$ cat config.mk
export PLATFORM = sky130hd
export DESIGN_NAME = renamer_top
export DESIGN_NICKNAME = d
export VERILOG_FILES = /design/src/rtl/rename_reg_pkg.sv /design/src/rtl/rename_msg_pkg.sv /design/src/rtl/credit_queue.sv /design/src/rtl/preg_free_list.sv /design/src/rtl/rename_map_table.sv /design/src/rtl/rename_stage.sv /design/src/rtl/renamer_top.sv
export SDC_FILE = /design/constraint.sdc
export NUM_CORES = 1
export LEC_CHECK = 0
export BUFFER_PORTS_ARGS = -buffer_cell sky130_fd_sc_hd__buf_2
export CAP_MARGIN = 20
export CORE_UTILIZATION = 45
export CTS_BUF_LIST = sky130_fd_sc_hd__clkbuf_2 sky130_fd_sc_hd__clkbuf_4 sky130_fd_sc_hd__clkbuf_8
export DETAILED_ROUTE_END_ITERATION = 16
export PLACE_DENSITY = 0.71
export SLEW_MARGIN = 10
export SYNTH_ARGS = -nofsm -noshare
export SYNTH_HDL_FRONTEND = slang
export SYNTH_SLANG_ARGS = --single-unit
$ cat constraint.sdc
create_clock -name clk -period 6.1 [get_ports clk]
set_input_delay 0.305 -clock clk [delete_from_list [all_inputs] [get_ports clk]]
set_output_delay 0.305 -clock clk [all_outputs]
set_load 0.005 [all_outputs]
$ cat src/rtl/rename_reg_pkg.sv
// ========================================
// register-number sizes for the renamer, 32 architectural registers
// mapped onto 64 physical registers, widths follow from the counts
// ========================================
package rename_reg_pkg;

   // ========================================
   // register file sizes
   // ========================================
   localparam int ARCH_REGS = 32;   // architectural registers seen by software
   localparam int PREGS     = 64;   // physical registers in the core

   localparam int ARCH_W = $clog2(ARCH_REGS);
   localparam int PREG_W = $clog2(PREGS);

   // ========================================
   // register number types
   // ========================================

   // an architectural register number as decoded from the instruction
   typedef logic [ARCH_W-1:0] arch_reg_t;

   // a physical register number, the index into the physical register file
   typedef logic [PREG_W-1:0] preg_t;

endpackage

$ cat src/rtl/rename_msg_pkg.sv
// ========================================
// message formats on the renamer boundary, field order is fixed
// and the first field sits in the upper bits of each struct
// ========================================
package rename_msg_pkg;
   import rename_reg_pkg::*;

   // one rename request from the front end, 16 bits
   typedef struct packed {
      arch_reg_t src1;      // first source operand
      arch_reg_t src2;      // second source operand
      arch_reg_t dst;       // destination, ignored unless has_dst is set
      logic      has_dst;   // instruction writes a register
   } rename_req_t;

   // rename result handed to the issue side, 25 bits
   typedef struct packed {
      preg_t src1_preg;     // physical register holding src1
      preg_t src2_preg;     // physical register holding src2
      preg_t dst_preg;      // newly allocated destination register
      preg_t old_preg;      // previous mapping of dst, freed at retire
      logic  has_dst;       // dst_preg and old_preg are meaningful
   } rename_rsp_t;

   // one retiring instruction hands back its old mapping, 6 bits
   typedef struct packed {
      preg_t old_preg;
   } commit_t;

endpackage

$ cat src/rtl/credit_queue.sv
`timescale 1ns/1ps
// ========================================
// sender starts with DEPTH credits and spends one per push, credit
// pulses one cycle after each pop, pushes while full are illegal
// ========================================
module credit_queue #(
   parameter int  DEPTH     = 4,            // entries, also the sender's credit count
   parameter type payload_t = logic [7:0]   // entry type, set per stream
) (
   input  logic     clk,
   input  logic     rst,
   input  logic     push,        // sender writes one entry
   input  payload_t push_data,
   input  logic     pop,         // consumer takes the head entry
   output logic     q_valid,     // head entry present
   output payload_t q_data,      // head entry
   output logic     credit       // one credit back to the sender
);
   localparam int PTR_W = (DEPTH > 1) ? $clog2(DEPTH) : 1;
   localparam int CNT_W = $clog2(DEPTH + 1);

   payload_t         mem [DEPTH];
   logic [PTR_W-1:0] wr_ptr;
   logic [PTR_W-1:0] rd_ptr;
   logic [CNT_W-1:0] count;   // entries held, 0 to DEPTH
   logic             do_pop;

   // pointer step with wrap, DEPTH need not be a power of two
   function automatic logic [PTR_W-1:0] ptr_next(input logic [PTR_W-1:0] p);
      if (p == PTR_W'(DEPTH - 1))
         return '0;
      return p + 1'b1;
   endfunction

   assign q_valid = (count != '0);
   assign q_data  = mem[rd_ptr];        // head is readable in the same cycle
   assign do_pop  = pop & q_valid;

   // ========================================
   // pointers, occupancy and credit return
   // ========================================
   always_ff @(posedge clk) begin
      if (rst) begin
         wr_ptr <= '0;
         rd_ptr <= '0;
         count  <= '0;
         credit <= 1'b0;   // no credit pulse until the first pop
      end else begin
         if (push)
            wr_ptr <= ptr_next(wr_ptr);
         if (do_pop)
            rd_ptr <= ptr_next(rd_ptr);
         count  <= count + CNT_W'(push) - CNT_W'(do_pop);
         credit <= do_pop;   // the freed slot goes back one cycle later
      end
   end

   always_ff @(posedge clk) begin
      if (push)
         mem[wr_ptr] <= push_data;
   end

   // a push into a full queue means the sender ran past its credits
   a_no_overflow: assert property (@(posedge clk) disable iff (rst)
      push |-> (count != CNT_W'(DEPTH)));

   // the consumer only pops what it saw as valid
   a_no_underflow: assert property (@(posedge clk) disable iff (rst)
      pop |-> q_valid);

endmodule

$ cat src/rtl/preg_free_list.sv
`timescale 1ns/1ps
// ========================================
// fills itself with registers ARCH_REGS..PREGS-1 after reset, pops
// are illegal while busy is high, busy drops after that many cycles
// ========================================
module preg_free_list import rename_reg_pkg::*; (
   input  logic  clk,
   input  logic  rst,
   input  logic  push,        // a retired register comes back
   input  preg_t push_preg,
   input  logic  pop,         // rename takes the head register
   output preg_t head_preg,   // next register to allocate
   output logic  empty,
   output logic  busy         // self-fill still running
);
   localparam int FILL_N = PREGS - ARCH_REGS;   // registers free after reset
   localparam int CNT_W  = $clog2(PREGS + 1);

   preg_t            mem [PREGS];
   preg_t            wr_ptr;   // PREGS is a power of two so pointers wrap freely
   preg_t            rd_ptr;
   logic [CNT_W-1:0] count;
   preg_t            fill_cnt; // index of the next register to preload
   logic             wr_en;
   preg_t            wr_data;
   logic             do_pop;

   // the preload owns the write port while busy
   assign wr_en   = busy | push;
   assign wr_data = busy ? preg_t'(ARCH_REGS) + fill_cnt : push_preg;
   assign do_pop  = pop & ~empty & ~busy;

   assign empty     = (count == '0);
   assign head_preg = mem[rd_ptr];   // valid together with empty

   // ========================================
   // self-fill sequence after reset
   // ========================================
   always_ff @(posedge clk) begin
      if (rst) begin
         fill_cnt <= '0;
         busy     <= 1'b1;
      end else if (busy) begin
         fill_cnt <= fill_cnt + 1'b1;
         if (fill_cnt == preg_t'(FILL_N - 1))
            busy <= 1'b0;   // last preload lands on this edge
      end
   end

   // ========================================
   // FIFO pointers and occupancy
   // ========================================
   always_ff @(posedge clk) begin
      if (rst) begin
         wr_ptr <= '0;
         rd_ptr <= '0;
         count  <= '0;
      end else begin
         if (wr_en)
            wr_ptr <= wr_ptr + 1'b1;
         if (do_pop)
            rd_ptr <= rd_ptr + 1'b1;
         count <= count + CNT_W'(wr_en) - CNT_W'(do_pop);
      end
   end

   always_ff @(posedge clk) begin
      if (wr_en)
         mem[wr_ptr] <= wr_data;
   end

   // more returns than registers means a register was freed twice
   a_no_overflow: assert property (@(posedge clk) disable iff (rst)
      push |-> (count != CNT_W'(PREGS)));

   // rename must wait for both the preload and a free register
   a_pop_legal: assert property (@(posedge clk) disable iff (rst)
      pop |-> (!empty && !busy));

endmodule

$ cat src/rtl/rename_map_table.sv
`timescale 1ns/1ps
// ========================================
// reads are combinational and see the map before this cycle's
// write, reset maps architectural register i to physical i
// ========================================
module rename_map_table import rename_reg_pkg::*; (
   input  logic      clk,
   input  logic      rst,
   input  arch_reg_t rd_src1,     // first source lookup
   input  arch_reg_t rd_src2,     // second source lookup
   input  arch_reg_t rd_dst,      // destination lookup for the old mapping
   input  logic      wr_en,       // install a new mapping
   input  arch_reg_t wr_arch,
   input  preg_t     wr_preg,
   output preg_t     src1_preg,
   output preg_t     src2_preg,
   output preg_t     old_preg
);
   // current speculative mapping, one entry per architectural register
   preg_t map_q [ARCH_REGS];

   // ========================================
   // read ports
   // ========================================
   assign src1_preg = map_q[rd_src1];
   assign src2_preg = map_q[rd_src2];
   assign old_preg  = map_q[rd_dst];   // the register this dst gives up

   // ========================================
   // write port and identity reset
   // ========================================
   always_ff @(posedge clk) begin
      if (rst) begin
         for (int i = 0; i < ARCH_REGS; i++) begin
            map_q[i] <= preg_t'(i);   // registers 0..31 start out as their own copies
         end
      end else if (wr_en) begin
         map_q[wr_arch] <= wr_preg;   // visible to the lookup on the next cycle
      end
   end

endmodule

$ cat src/rtl/rename_stage.sv
`timescale 1ns/1ps
// ========================================
// one request per cycle, response one cycle later, the consumer
// must always accept a response since there is no back-pressure
// ========================================
module rename_stage import rename_reg_pkg::*, rename_msg_pkg::*; (
   input  logic        clk,
   input  logic        rst,
   input  logic        q_valid,      // head request present
   input  rename_req_t q_data,
   input  preg_t       fl_head,      // register that would be allocated
   input  logic        fl_empty,
   input  logic        fl_busy,
   input  preg_t       src1_preg,    // map lookups for the head request
   input  preg_t       src2_preg,
   input  preg_t       old_preg,
   output logic        q_pop,
   output logic        fl_pop,
   output arch_reg_t   rd_src1,
   output arch_reg_t   rd_src2,
   output arch_reg_t   rd_dst,
   output logic        map_wr_en,
   output arch_reg_t   map_wr_arch,
   output preg_t       map_wr_preg,
   output logic        rsp_valid,
   output rename_rsp_t rsp
);
   logic take;   // head request is renamed this cycle

   // ========================================
   // accept decision and allocation
   // ========================================

   // a request without a destination needs no free register, but the
   // whole stage waits out the free list preload
   assign take = q_valid & ~fl_busy & (~q_data.has_dst | ~fl_empty);

   assign q_pop  = take;
   assign fl_pop = take & q_data.has_dst;

   assign rd_src1 = q_data.src1;
   assign rd_src2 = q_data.src2;
   assign rd_dst  = q_data.dst;

   // the new mapping lands on the edge where the next request is looked up,
   // so back-to-back dependent requests see it without a bypass
   assign map_wr_en   = fl_pop;
   assign map_wr_arch = q_data.dst;
   assign map_wr_preg = fl_head;

   // ========================================
   // response register
   // ========================================
   always_ff @(posedge clk) begin
      if (rst)
         rsp_valid <= 1'b0;
      else
         rsp_valid <= take;
   end

   always_ff @(posedge clk) begin
      if (take) begin
         rsp.src1_preg <= src1_preg;   // mapping before this request's own write
         rsp.src2_preg <= src2_preg;
         rsp.dst_preg  <= q_data.has_dst ? fl_head : '0;
         rsp.old_preg  <= q_data.has_dst ? old_preg : '0;
         rsp.has_dst   <= q_data.has_dst;
      end
   end

   // a free register is mapped by no architectural register, so a head
   // that matches a current lookup was handed back twice
   a_alloc_unmapped: assert property (@(posedge clk) disable iff (rst)
      fl_pop |-> (fl_head != old_preg) && (fl_head != src1_preg) && (fl_head != src2_preg));

endmodule

$ cat src/rtl/renamer_top.sv
`timescale 1ns/1ps
// ========================================
// both inbound streams are credit based, senders start with
// REQ_DEPTH and CMT_DEPTH credits, responses are never stalled
// ========================================
module renamer_top import rename_reg_pkg::*, rename_msg_pkg::*; #(
   parameter int REQ_DEPTH = 4,   // request queue depth and front end credits
   parameter int CMT_DEPTH = 4    // commit queue depth and committer credits
) (
   input  logic        clk,
   input  logic        rst,
   input  logic        req_valid,
   input  rename_req_t req,
   output logic        req_credit,
   input  logic        cmt_valid,
   input  commit_t     cmt,
   output logic        cmt_credit,
   output logic        rsp_valid,
   output rename_rsp_t rsp
);
   logic        rq_valid;
   rename_req_t rq_data;
   logic        rq_pop;
   logic        cq_valid;
   commit_t     cq_data;
   preg_t       fl_head;
   logic        fl_empty;
   logic        fl_busy;
   logic        fl_pop;
   arch_reg_t   rd_src1;
   arch_reg_t   rd_src2;
   arch_reg_t   rd_dst;
   preg_t       src1_preg;
   preg_t       src2_preg;
   preg_t       old_preg;
   logic        map_wr_en;
   arch_reg_t   map_wr_arch;
   preg_t       map_wr_preg;

   // ========================================
   // inbound queues
   // ========================================
   credit_queue #(.DEPTH(REQ_DEPTH), .payload_t(rename_req_t)) u_req_q (
      .clk, .rst,
      .push(req_valid), .push_data(req), .pop(rq_pop),
      .q_valid(rq_valid), .q_data(rq_data), .credit(req_credit)
   );

   // commits drain one per cycle straight into the free list
   credit_queue #(.DEPTH(CMT_DEPTH), .payload_t(commit_t)) u_cmt_q (
      .clk, .rst,
      .push(cmt_valid), .push_data(cmt), .pop(cq_valid),
      .q_valid(cq_valid), .q_data(cq_data), .credit(cmt_credit)
   );

   // ========================================
   // free list, map table and rename stage
   // ========================================
   preg_free_list u_free_list (
      .clk, .rst,
      .push(cq_valid), .push_preg(cq_data.old_preg), .pop(fl_pop),
      .head_preg(fl_head), .empty(fl_empty), .busy(fl_busy)
   );

   rename_map_table u_map (
      .clk, .rst, .rd_src1, .rd_src2, .rd_dst,
      .wr_en(map_wr_en), .wr_arch(map_wr_arch), .wr_preg(map_wr_preg),
      .src1_preg, .src2_preg, .old_preg
   );

   rename_stage u_stage (
      .clk, .rst,
      .q_valid(rq_valid), .q_data(rq_data), .fl_head, .fl_empty, .fl_busy,
      .src1_preg, .src2_preg, .old_preg,
      .q_pop(rq_pop), .fl_pop, .rd_src1, .rd_src2, .rd_dst,
      .map_wr_en, .map_wr_arch, .map_wr_preg, .rsp_valid, .rsp
   );

endmodule

==> qor.csv <==
metric,value,unit
port_buffers,53,
htree_levels,3,
finalSetupTns,0,ns
dr.first_iter.drc_count,3125,
grt_first_pass_wirelength,136400,um
clk_latency,0.75,ns
max_stage_delay,1.11,ns
cp_max_fo,15,
vias,22370,
vdd_drop_max,0.0002519,V
drcViolationCount,0,
slowest_stage,and3_1,
drt-total-wl,90880,um
cts_tree,built,
core-area,0.07345,mm2
grt_pass1_vias,21790,
firstDrtPassIters,6,
min_path_type,input pin to flip-flop,
post-route-min-period,4.280,ns
cts_made_buffers,112,
tightest_slew,1.233,ns
arrival,4.67,ns
yosysSeqAreaShare,64.69,%
setup_viol,0,
finalClockSkew,0.04535,ns
drive_above_1_share,16.74,%
ys.flop_type,edfxtp_1,
clock_sink_count,742,
synth_cell_types,47,
utilization,50.94,%
r2r-end,u_map.map_q[2][0],
clock-root-buffer,clkbuf_8,
worstSetupStartpointType,flip-flop,
path_cells,"mux2_2, nor4_1, and3_1, nand2_1, nand2_1",
overflow,0,
num_rows,99,
path_class,flip-flop to flip-flop,
die_area,0.07581,mm2
critical_path_depth,5,
dieHeight,275.3,um
worstSetupEndpoint,u_map.map_q[2][0],
rsz0062_at_grt,no,
cts.path.max_buffers,3,
critical_path.top_delay_family,simple AND/OR/NAND/NOR gates,
syn_area_per_cell,13.22,um2
ios,54,
start_util,45.77,%
critPathMostFrequentCell,nand2_1,
final_cell_area,0.03742,mm2
vias_per_cell,6.131,
synth_edf_count,689,
place_congestion,0.9735,
avgRoutedWirePerCell,24.91,um
hp-start,rst,
post_cts_buffers,0,
drtAntennaViolNets,0,
dpl.hpwl,58380,um
finalCritPeriodShare,70.16,%
hold_viol_final,0,
leakage,0.01224,uW
r2r_cells,5,
cp-end-kind,flip-flop,
groute.usage.overall,24.10,%
final_nets,2650,
syn-num-nets,2599,
clkSlewWorstSetupHoldPaths,0.06,ns
ys_seq_elements,742,
syn_area,0.03362,mm2
yosysWarnings,0,
antenna_found_initial,1,
async_flop_share,0,%
fmax,233.7,MHz
drv_slew,0,
synthCells,2544,
cap_violations,0,
powerDensity,296.6,mW/mm2
grt_max_degree,91,
run_status,"complete, no violations",
cp_num_buf_inv,0,
maxSlewHeadroom,17.79,%
die_w,275.3,um
rrSetupSlack,1.82,ns
placed_cell_area,0.03467,mm2
syn_to_final_growth,11.29,%
critPathRequiredTime,6.49,ns
## flip-flops by register name, summed over array words and instances, names as in the netlist, 7 cells and up, named ones only
signal / flops
u_stage.rsp: 25
u_cmt_q.mem: 24
u_free_list.mem: 384
u_req_q.mem: 64
u_free_list.count: 7
u_map.map_q: 192
## worst reg2reg max path: stages, from the launching register on
cell and delay [ns]:
dfxtp_1 0.52, mux2_2 0.57, nor4_1 0.90, and3_1 1.11, nand2_1 0.45, nand2_1 0.40
## placed cells by master (no fill, tap or decap), drive strengths merged, types with 33 or more instances in the layout
cell and instances:
inv 33, o22ai 48, mux4 140, buf 97, nand3 79, clkinv 48
edfxtp 689, clkbuf 144, nor2b 129, a211oi 120, a31oi 121, nor2 242
nand2 493, dfxtp 53
## cells in the mapped netlist (11+ instances only)
master	n	area share (%)
edfxtp_1	689	62
nand2_1	493	5.5
nor2_1	242	2.7
mux4_2	140	9.4
nor2b_1	129	2.4
a31oi_1	121	2.3
a211oi_1	120	2.7
clkbuf_1	104	1.2
nand3_1	79	1.2
dfxtp_1	53	3.2
o22ai_1	48	0.89
buf_2	32	0.48
mux2i_1	29	0.86
inv_1	28	0.31
ha_1	26	0.97
buf_1	24	0.27
buf_4	23	0.51
a32oi_1	22	0.57
nor4_1	14	0.26
xor2_1	14	0.36
and2_1	13	0.24
a21oi_1	11	0.16
mux2_2	11	0.37
nor3_1	11	0.16
## report_power, final
part | switching (uW) | internal, uW
combinational | 679 | 345
sequential | 85.1 | 5670
clock | 1980 | 2340
total | 2740 | 8350
## metal layers
layer	wire [um]	vias to the layer above	global-route usage [%]
met1	35080	11060	32.40
met3	8993	240	4.271
li1	-	9671	-
met2	43210	1394	39.06
met5	0	-	0
met4	3587	0	9.436
## how the worst min path moves through the flow
stage                                 endpoint  cells past startpoint
after floorplan              u_cmt_q.mem[0][0]                      0
after global placement       u_req_q.rd_ptr[1]                      2
after detailed placement     u_req_q.rd_ptr[1]                      2
after CTS                 u_free_list.count[1]                      2
after global routing         u_req_q.wr_ptr[0]                      2
final                     u_free_list.count[5]                      2
## area by class of cell
cell class / instances / area, um2
Fill cell: 6074 / 36040
Sequential cell: 742 / 21760
Multi-Input combinational cell: 1588 / 11010
Clock buffer: 144 / 1807
Tap cell: 959 / 1200
Timing Repair Buffer: 121 / 952.2
Clock inverter: 63 / 575.6
Inverter: 30 / 112.6
Antenna cell: 1 / 2.502
## cell families after synthesis
group / synth area share, %
AND/OR/NAND/NOR: 13.05
flip-flops: 64.69
AO/OA/AOI/OAI: 7.193
buffers and inverters: 2.787
multiplexers: 10.61
adder cells (fa/ha/maj): 1.146
XOR/XNOR: 0.5210
## metrics by stage
step | hold slack, ns | cells | setup WS, ns | total power, uW
3_5_place_dp | 0.4792 | 3410 | 1.936 | 6842
6_report | 0.1552 | 3648 | 1.820 | 11100
2_1_floorplan | 0.4039 | 2544 | 2.292 | 6517
5_1_grt | 0.1516 | 3648 | 1.703 | 11450
4_1_cts | 0.1024 | 3641 | 1.901 | 11110
3_3_place_gp | 0.4706 | 3408 | 1.952 | 6797
## timing repair
| item | 4_1_cts | 5_1_grt |
|---|---|---|
| endpoints found under the hold margin | 93 | 0 |
| hold buffers | 24 | 0 |
| resized for setup | 0 | 0 |
| setup endpoints to repair | 0 | 0 |
Note: power is estimated with default switching activity, not from simulation.
